--- src/hdl/sysarr_pkg.sv ---
`default_nettype none

package sysarr_pkg;

  // Operand and result formats, all Q4.12
  localparam int op0_width  = 16;
  localparam int op1_width  = 16;
  localparam int rslt_width = 16;

  localparam int op0_frac  = 12;
  localparam int op1_frac  = 12;
  localparam int rslt_frac = 12;

  // Full product width, carried unchanged down each column
  localparam int psum_width = op0_width + op1_width;

  // First partial-sum bit of the rescaled result
  localparam int rslt_lsb = op0_frac + op1_frac - rslt_frac;

  // Data beat, moves left to right along a row
  typedef struct packed {
    logic signed [op0_width-1:0]  data;
    logic                         last;
  } data_beat_t;

  // Weight beat, moves from one batch plane to the next
  typedef struct packed {
    logic signed [op1_width-1:0]  weight;
    logic                         last;
  } weight_beat_t;

  // Partial sum, moves down a column
  typedef struct packed {
    logic signed [psum_width-1:0] psum;
    logic                         last;
  } psum_beat_t;

  // Rescaled column result
  typedef struct packed {
    logic signed [rslt_width-1:0] rslt;
    logic                         last;
  } rslt_beat_t;

endpackage

`default_nettype wire

--- src/hdl/mac_array.sv ---
`timescale 1ns/1ps
`default_nettype none

// Systolic MAC grid
//   columns (col) run left to right, data flows along them
//   rows (row) run top to bottom, partial sums flow down them
//   batch planes (bat) are stacked, weights pass from one plane to the next
module mac_array #(
  parameter int pe_cols        = 1,
  parameter int pe_rows        = 1,
  parameter int batches        = 1,
  // Let an unaligned-last error reset the core
  parameter int err_self_reset = 0
) (
  input  logic                                              clk,
  input  logic                                              INTERNAL_RESET,

  // Data, indexed batch*pe_rows + row
  input  sysarr_pkg::data_beat_t   [batches*pe_rows-1:0]    data_in,
  input  logic                     [batches*pe_rows-1:0]    data_in_valid,
  output logic                     [batches*pe_rows-1:0]    data_in_ready,

  // Weights into plane 0, indexed row*pe_cols + col
  input  sysarr_pkg::weight_beat_t [pe_rows*pe_cols-1:0]    weight_in,
  input  logic                     [pe_rows*pe_cols-1:0]    weight_in_valid,
  output logic                     [pe_rows*pe_cols-1:0]    weight_in_ready,

  // Results, indexed batch*pe_cols + col
  output sysarr_pkg::rslt_beat_t   [batches*pe_cols-1:0]    rslt_out,
  output logic                     [batches*pe_cols-1:0]    rslt_out_valid,
  input  logic                     [batches*pe_cols-1:0]    rslt_out_ready,

  output logic                                              err_unaligned,
  output logic                                              core_rst
);

  import sysarr_pkg::*;

  localparam int pe_count = pe_cols * pe_rows * batches;
  localparam int lr_nodes = (pe_cols + 1) * pe_rows * batches;
  localparam int tb_nodes = pe_cols * pe_rows * (batches + 1);
  localparam int ud_nodes = pe_cols * (pe_rows + 1) * batches;

  // Left to right data links
  data_beat_t          lr_beat [lr_nodes];
  logic [lr_nodes-1:0] lr_valid;
  logic [lr_nodes-1:0] lr_ready;

  // Plane to plane weight links
  weight_beat_t        tb_beat [tb_nodes];
  logic [tb_nodes-1:0] tb_valid;
  logic [tb_nodes-1:0] tb_ready;

  // Up to down partial-sum links
  psum_beat_t          ud_beat [ud_nodes];
  logic [ud_nodes-1:0] ud_valid;
  logic [ud_nodes-1:0] ud_ready;

  logic [pe_count-1:0] pe_err;
  logic                rst_cause;
  logic [2:0]          rst_pipe;

  assign err_unaligned = |pe_err;

  // Reset cause, optionally including the error flag
  assign rst_cause = INTERNAL_RESET | ((err_self_reset != 0) & err_unaligned);

  // Core reset is stretched for three cycles past its cause
  always_ff @(posedge clk) begin
    rst_pipe <= {rst_pipe[1:0], rst_cause};
    core_rst <= |rst_pipe;
  end

  for (genvar bat = 0; bat < batches; bat++) begin : g_plane
    for (genvar row = 0; row < pe_rows; row++) begin : g_row
      for (genvar col = 0; col < pe_cols; col++) begin : g_col
        localparam int uid    = (bat * pe_rows + row) * pe_cols + col;
        localparam int node_l = (bat * pe_rows + row) * (pe_cols + 1) + col;
        localparam int node_r = (bat * pe_rows + row) * (pe_cols + 1) + col + 1;
        localparam int node_t = (bat * pe_rows + row) * pe_cols + col;
        localparam int node_b = ((bat + 1) * pe_rows + row) * pe_cols + col;
        localparam int node_u = (bat * (pe_rows + 1) + row) * pe_cols + col;
        localparam int node_d = (bat * (pe_rows + 1) + row + 1) * pe_cols + col;

        mac_pe #(
          .pe_row           (row)
        ) mac_pe_i (
          .clk              (clk),
          .INTERNAL_RESET   (core_rst),
          .data_in          (lr_beat[node_l]),
          .data_in_valid    (lr_valid[node_l]),
          .data_in_ready    (lr_ready[node_l]),
          .weight_in        (tb_beat[node_t]),
          .weight_in_valid  (tb_valid[node_t]),
          .weight_in_ready  (tb_ready[node_t]),
          .psum_in          (ud_beat[node_u]),
          .psum_in_valid    (ud_valid[node_u]),
          .psum_in_ready    (ud_ready[node_u]),
          .data_out         (lr_beat[node_r]),
          .data_out_valid   (lr_valid[node_r]),
          .data_out_ready   (lr_ready[node_r]),
          .weight_out       (tb_beat[node_b]),
          .weight_out_valid (tb_valid[node_b]),
          .weight_out_ready (tb_ready[node_b]),
          .psum_out         (ud_beat[node_d]),
          .psum_out_valid   (ud_valid[node_d]),
          .psum_out_ready   (ud_ready[node_d]),
          .err              (pe_err[uid])
        );

        // Left edge takes the data inputs
        if (col == 0) begin : g_left
          localparam int lft_pos = bat * pe_rows + row;

          assign lr_beat[node_l]        = data_in[lft_pos];
          assign lr_valid[node_l]       = data_in_valid[lft_pos];
          assign data_in_ready[lft_pos] = lr_ready[node_l];
        end

        // Right edge data is dropped
        if (col == pe_cols - 1) begin : g_right
          assign lr_ready[node_r] = 1'b1;
        end

        // Plane 0 takes the weight inputs
        if (bat == 0) begin : g_top
          localparam int top_pos = row * pe_cols + col;

          assign tb_beat[node_t]          = weight_in[top_pos];
          assign tb_valid[node_t]         = weight_in_valid[top_pos];
          assign weight_in_ready[top_pos] = tb_ready[node_t];
        end

        // Weights leaving the last plane are dropped
        if (bat == batches - 1) begin : g_bottom
          assign tb_ready[node_b] = 1'b1;
        end

        // Column sums start from zero
        if (row == 0) begin : g_up
          assign ud_beat[node_u]  = '0;
          assign ud_valid[node_u] = 1'b0;
        end

        // Bottom row sum, rescaled to Q4.12 with wraparound
        if (row == pe_rows - 1) begin : g_down
          localparam int dwn_pos = bat * pe_cols + col;

          assign rslt_out[dwn_pos].rslt  = ud_beat[node_d].psum[rslt_lsb +: rslt_width];
          assign rslt_out[dwn_pos].last  = ud_beat[node_d].last;
          assign rslt_out_valid[dwn_pos] = ud_valid[node_d];
          assign ud_ready[node_d]        = rslt_out_ready[dwn_pos];
        end
      end
    end
  end

endmodule

`default_nettype wire

--- src/hdl/mac_pe.sv ---
`timescale 1ns/1ps
`default_nettype none

module mac_pe #(
  // Row index within the column
  parameter int pe_row = 0
) (
  input  logic                      clk,
  input  logic                      INTERNAL_RESET,

  // Data from the left
  input  sysarr_pkg::data_beat_t    data_in,
  input  logic                      data_in_valid,
  output logic                      data_in_ready,

  // Weight from the previous batch plane
  input  sysarr_pkg::weight_beat_t  weight_in,
  input  logic                      weight_in_valid,
  output logic                      weight_in_ready,

  // Partial sum from the row above
  input  sysarr_pkg::psum_beat_t    psum_in,
  input  logic                      psum_in_valid,
  output logic                      psum_in_ready,

  // Data to the right
  output sysarr_pkg::data_beat_t    data_out,
  output logic                      data_out_valid,
  input  logic                      data_out_ready,

  // Weight to the next batch plane
  output sysarr_pkg::weight_beat_t  weight_out,
  output logic                      weight_out_valid,
  input  logic                      weight_out_ready,

  // Partial sum to the row below
  output sysarr_pkg::psum_beat_t    psum_out,
  output logic                      psum_out_valid,
  input  logic                      psum_out_ready,

  output logic                      err
);

  import sysarr_pkg::*;

  logic                         data_free;
  logic                         weight_free;
  logic                         psum_free;
  logic                         psum_in_ok;
  logic                         fire;
  logic signed [psum_width-1:0] product;
  logic signed [psum_width-1:0] psum_base;
  logic signed [psum_width-1:0] psum_sum;

  // An output register can take a new beat when empty or drained this cycle
  assign data_free   = !data_out_valid   || data_out_ready;
  assign weight_free = !weight_out_valid || weight_out_ready;
  assign psum_free   = !psum_out_valid   || psum_out_ready;

  // Row 0 has nothing above it to wait for
  assign psum_in_ok = (pe_row == 0) ? 1'b1 : psum_in_valid;
  assign psum_base  = (pe_row == 0) ? '0 : psum_in.psum;

  // Fire only with all inputs present and all three outputs free
  assign fire = data_in_valid && weight_in_valid && psum_in_ok &&
                data_free && weight_free && psum_free;

  assign data_in_ready   = fire;
  assign weight_in_ready = fire;
  assign psum_in_ready   = fire && (pe_row != 0);

  // Signed Q4.12 x Q4.12 product at full width without rounding
  assign product  = psum_width'($signed(data_in.data)) *
                    psum_width'($signed(weight_in.weight));
  assign psum_sum = psum_base + product;

  // Output valids and sticky error flag
  always_ff @(posedge clk) begin
    if (INTERNAL_RESET) begin
      data_out_valid   <= 1'b0;
      weight_out_valid <= 1'b0;
      psum_out_valid   <= 1'b0;
      err              <= 1'b0;
    end else begin
      if (fire) begin
        data_out_valid <= 1'b1;
      end else if (data_out_ready) begin
        data_out_valid <= 1'b0;
      end

      if (fire) begin
        weight_out_valid <= 1'b1;
      end else if (weight_out_ready) begin
        weight_out_valid <= 1'b0;
      end

      if (fire) begin
        psum_out_valid <= 1'b1;
      end else if (psum_out_ready) begin
        psum_out_valid <= 1'b0;
      end

      // Data and weight sequences must end on the same beat
      if (fire && (data_in.last != weight_in.last)) begin
        err <= 1'b1;
      end
    end
  end

  // Payload registers load together on a firing
  always_ff @(posedge clk) begin
    if (fire) begin
      data_out      <= data_in;
      weight_out    <= weight_in;
      psum_out.psum <= psum_sum;
      psum_out.last <= data_in.last;
    end
  end

endmodule

`default_nettype wire

--- config.mk ---
export PLATFORM = sky130hd
export DESIGN_NAME = mac_array
export DESIGN_NICKNAME = d
export VERILOG_FILES = /design/src/hdl/sysarr_pkg.sv /design/src/hdl/mac_array.sv /design/src/hdl/mac_pe.sv
export SDC_FILE = /design/constraint.sdc
export NUM_CORES = 1
export LEC_CHECK = 0
export BUFFER_PORTS_ARGS = -buffer_cell sky130_fd_sc_hd__buf_2
export CAP_MARGIN = 0
export CORE_ASPECT_RATIO = 0.5
export CORE_MARGIN = 2
export CORE_UTILIZATION = 45
export CTS_CLUSTER_DIAMETER = 60
export DETAILED_ROUTE_END_ITERATION = 8
export PLACE_DENSITY = 0.58
export SLEW_MARGIN = 30
export SYNTH_ARGS = -nofsm -noshare
export SYNTH_HDL_FRONTEND = slang
export SYNTH_SLANG_ARGS = --single-unit
--- constraint.sdc ---
create_clock -name clk -period 10.9 [get_ports clk]
set_input_delay 1.09 -clock clk [delete_from_list [all_inputs] [get_ports clk]]
set_output_delay 1.09 -clock clk [all_outputs]
set_load 0.02 [all_outputs]
### After elaboration in Yosys (flattened, before gate mapping)

Index checks and enable logic that the tools add are counted.

* word-level logic and storage cells: 17
* output and inout port bits: 22
* register bits after elaboration: 35
* input bits: 39

* multiplexer cells: 2
* reduce and logical (&&, ||, !) cells: 7
* $mul: 1
* equality and inequality tests: 1

Operators by type and width (number)
* $mul A16 B16 Y28: 1
* $logic_and A1 B1 Y1: 3
* $reduce_or A3 Y1: 1
* $mux W1: 2
* $reduce_bool A2 Y1: 1
* $logic_not A1 Y1: 1
* $logic_or A1 B1 Y1: 1
* $ne A1 B1 Y1: 1

### Logic depth before layout (Yosys ltp)

* depth in word-level cells: 4
* gate-level depth with buffers: 22
* gate-level depth less buffers: 21

### By module

A second synthesis with hierarchy kept.

* cells, all modules: 1186
* area total of the unflattened synthesis: 12145.4 um2

By module, submodules not included
* mac_pe: seq. area each 2062.0 um2, cells an instance 1179, area an instance 12051.6 um2, times used 1
* mac_array: seq. area each 80.1 um2, cells an instance 7, area an instance 93.8 um2, times used 1

### Worst setup path before layout

OpenSTA, ideal clock, no wires.

* path type: input-to-reg
* from: input data_in[8] (netlist bit)
* to: register g_plane[0].g_row[0].g_col[0].mac_pe_i.psum_out[28] (netlist bit) (data pin)
* data required time: 10.710 ns
* path buffers: 1
* stages on the path: 22
* setup slack: 4.252 ns
* arrival: 6.458 ns
* cells stage by stage: clkbuf_1 -> nand2_1 -> fa_1 -> inv_1 -> fa_1 -> inv_1 -> fa_1 -> inv_1 -> fa_1 -> fa_1 -> inv_1 -> fa_1 -> inv_1 -> ha_1 -> nand3_1 -> o211ai_2 -> nor2_2 -> a2bb2oi_1 -> a21oi_2 -> o41a_1 -> and4_4 -> a2111oi_2

* cells in the longest elaborated chain, start to end: 1

Ends and longest elaborated chain
* start: declaration: line mac_array.sv:19 `input sysarr_pkg::data_beat_t [batches*pe_rows-1:0] data_in,`
* $mul A16 B16 Y28: line mac_pe.sv:73 `assign product = psum_width'($signed(data_in.data)) *`
* net g_plane[0].g_row[0].g_col[0].mac_pe_i.product[27]: line mac_pe.sv:51 `logic signed [psum_width-1:0] product;`
* end: declaration: line mac_pe.sv:37 `output sysarr_pkg::psum_beat_t psum_out,`

The timed path passes the listed nets, and every way through them passes these cells.
A chain may end at the register's enable or synchronous reset.

### Worst setup path after layout

* from: input weight_in[3] (netlist bit)
* to: register g_plane[0].g_row[0].g_col[0].mac_pe_i.psum_out[28] (netlist bit) (data pin)

* cells in the longest elaborated chain, start to end: 1

Ends and longest elaborated chain
* start: declaration: line mac_array.sv:24 `input sysarr_pkg::weight_beat_t [pe_rows*pe_cols-1:0] weight_in,`
* $mul A16 B16 Y28: line mac_pe.sv:73
* net g_plane[0].g_row[0].g_col[0].mac_pe_i.product[27]: line mac_pe.sv:51

The timed path passes the listed nets, and every way through them passes these cells.

==> metrics.txt <==
starting DRC count in detailed routing=222; vias in the first global route=7102; area grow syn2layout=6.54%; routed vias/inst=4.90; FFs w/ async S/R, synth=0; Syn Inst Count=958; area of the multi-input gates=7450 µm²; Post-CTS Repair Setup Buffers=0; Resize count post-CTS=0; Final Hold Viols=0; Avg WL per Cell=16.0 µm; first-pass GRT wire length=36.3 mm; max-cap viol count=0; CTS tree=built; number of diodes=0; Fmax achieved=0.143 GHz; htree depth=1; CTS root buf=clkbuf_16; Post-Route M1 WL=9.20 mm; Final Cycle Share=0.644; CP cell instances=buf_2 > and2_1 > fa_1 > fa_1 > fa_1 > fa_1 > fa_1 > inv_1 > fa_1 > inv_1 > ha_1 > a21oi_1 > o21ai_0 > a2bb2oi_1 > a21oi_2 > o41a_1 > o41ai_1 > a2111oi_2; Slowest-stage cell, CP=fa_1; CP endpoint=g_plane[0].g_row[0].g_col[0].mac_pe_i.psum_out[28]$_DFFE_PP_; Routed WL=20.0 mm; reg2reg end=g_plane[0].g_row[0].g_col[0].mac_pe_i.psum_out[18]$_DFFE_PP_; met3 WL=794 µm; core area=19700 µm²; die width=205 µm; met2 WL=9.62 mm; top_reg_cell synth=edfxtp_1; number of antenna violations at the first check in global routing=1; Via Count=6153; Final Non-Filler Cells=1256; R2R depth=2; clock latency on the worst-skew pair=0.28 ns; max layer used=met4; r2r setup slk=9.57 ns; Synth area leaders=fa_1, inv_1, ha_1; DR DRC count=0; Sink Count=23; Finish-stage setup viols=0; largest stage delay on the critical path=0.77 ns; dpl cells=1252; Setup TNS=0 ns; Reg area=631 µm²; chip height=105 µm; Synth Net Count=1299; Final min period=7.02 ns; outcome=complete, no violations; # fillers=1865; Hold/Removal Path Class=reg2reg; WHS=0.347 ns; Worst-Margin Slew=0.654 ns; synthesized flop and latch total=23; Fin Clk Skew=0.00922 ns; Critical Path AT=7.03 ns; global-route total usage across every layer=0.216; Post-CTS Hold Buffers=0; area share of the largest cell type after synthesis=0.500; Place WS=3.62 ns; RSZ-0062 raised after global routing=no; Data required, critical path=10.91 ns; Initial Util=0.464; Avg Synthesized Cell Area=9.53 µm²; crit path capture type=register; Slew Limit Fails=0; ANT nets after route=0; clock-pin slew on the worst setup and hold paths=0.07 ns; commonest non-fill, non-tap cell in the layout=inv_1; Warnings, synthesis=0; Ports=61; WS Path Type=in2reg; most frequent CP cell=fa_1; commonest non-fill, non-tap cells in the layout=inv_1, fa_1, nand2_1; Synth cell types=39; synthesized cell area=9130 µm²; # rows=36; post-route worst setup slack=3.88 ns; Max clock buf depth=2; Die Footprint=21500 µm²; worst-path fanout max=16; placed wire-length estimate=16.8 mm; share of cells above drive strength 1=0.0737; Post-synth EDFFs=17; largest net degree at the start of global routing=21; cts bufs inserted=3; Rel. slew slack=0.563; Crit. Startpoint=weight_in[3]; crit start category=input pin; RD Place Congestion=0.828; nets=1332; top cell type by total area after synthesis=fa_1; sequential-to-total area share from yosys stat=0.0691; input/output buffers=60; GR Overflow Total=0; DRT Pass-1 Iters=4
-- critical path: cells and delay by family --
family,cells,cell delay (ns)
compound gates,7,1.80
fa+ha+maj,7,3.61
buf+inv,3,0.29
simple gates,1,0.23
-- cells in the mapped netlist, types with 2 or more instances --
library cell / number
or3_1: 2
edfxtp_1: 17
nand3_1: 5
and2_1: 108
o21ai_0: 5
inv_1: 247
and3_1: 2
nand4_1: 2
a21oi_1: 10
clkbuf_1: 31
a211oi_1: 2
a31oi_1: 2
dfxtp_1: 6
ha_1: 74
a21oi_2: 2
nor2_1: 16
a21o_1: 3
nor3_1: 3
fa_1: 228
xnor2_1: 28
nand2_1: 132
nand2b_1: 9
xor2_1: 8
-- metal layers --
metal,up-vias,track usage
li1,2830,-
met1,3183,0.294
met3,23,0.0296
met4,0,0.0432
met2,117,0.371
met5,-,0
-- metrics by stage --
stage / util / area [µm²]
2_1_floorplan: - / 9130
3_3_place_gp: 0.490 / 9640
3_5_place_dp: 0.490 / 9640
4_1_cts: 0.494 / 9720
5_1_grt: 0.494 / 9720
6_report: 0.494 / 9720
-- logic make-up (layout without fill, tap and decap cells) --
family | after synthesis | in the layout | share of synthesized area
AO/OA/AOI/OAI | 33 | 33 | 0.0255
XOR/XNOR | 36 | 36 | 0.0345
adder cells (fa/ha/maj) | 302 | 302 | 0.602
buffers and inverters | 280 | 312 | 0.116
flip-flops | 23 | 23 | 0.0691
AND/OR/NAND/NOR | 284 | 284 | 0.154
-- layout make-up --
| cell class | instances | share of cell area |
|---|---|---|
| Multi-Input combinational cell | 655 | 0.766 |
| Sequential cell | 23 | 0.0648 |
| Inverter | 248 | 0.0957 |
| Tap cell | 266 | 0.0342 |
| Clock buffer | 3 | 0.00772 |
| Timing Repair Buffer | 60 | 0.0309 |
| Clock inverter | 1 | 0.000515 |
-- how the worst min path moves through the flow --
stage / from / endpoint / slack, ns / depth (start not counted)
2_1_floorplan: rst_pipe[1]$_DFF_P_ / rst_pipe[2]$_DFF_P_ / 0.32 / 0
6_report: rst_pipe[1]$_DFF_P_ / rst_pipe[2]$_DFF_P_ / 0.35 / 0
3_5_place_dp: rst_pipe[1]$_DFF_P_ / rst_pipe[2]$_DFF_P_ / 0.34 / 0
5_1_grt: rst_pipe[1]$_DFF_P_ / rst_pipe[2]$_DFF_P_ / 0.36 / 0
3_3_place_gp: rst_pipe[1]$_DFF_P_ / rst_pipe[2]$_DFF_P_ / 0.33 / 0
4_1_cts: rst_pipe[1]$_DFF_P_ / rst_pipe[2]$_DFF_P_ / 0.35 / 0
-- flip-flops by register name, summed over array words and instances (netlist names) --
signal	flops
core_rst	1
g_plane.g_row.g_col.mac_pe_i.psum_out	17
g_plane.g_row.g_col.mac_pe_i.psum_out_valid	1
rst_pipe	3
g_plane.g_row.g_col.mac_pe_i.err	1
Power is left out: the tool's default activity adds up to more than one toggle a clock period on the data nets, which glitch-free logic cannot reach.
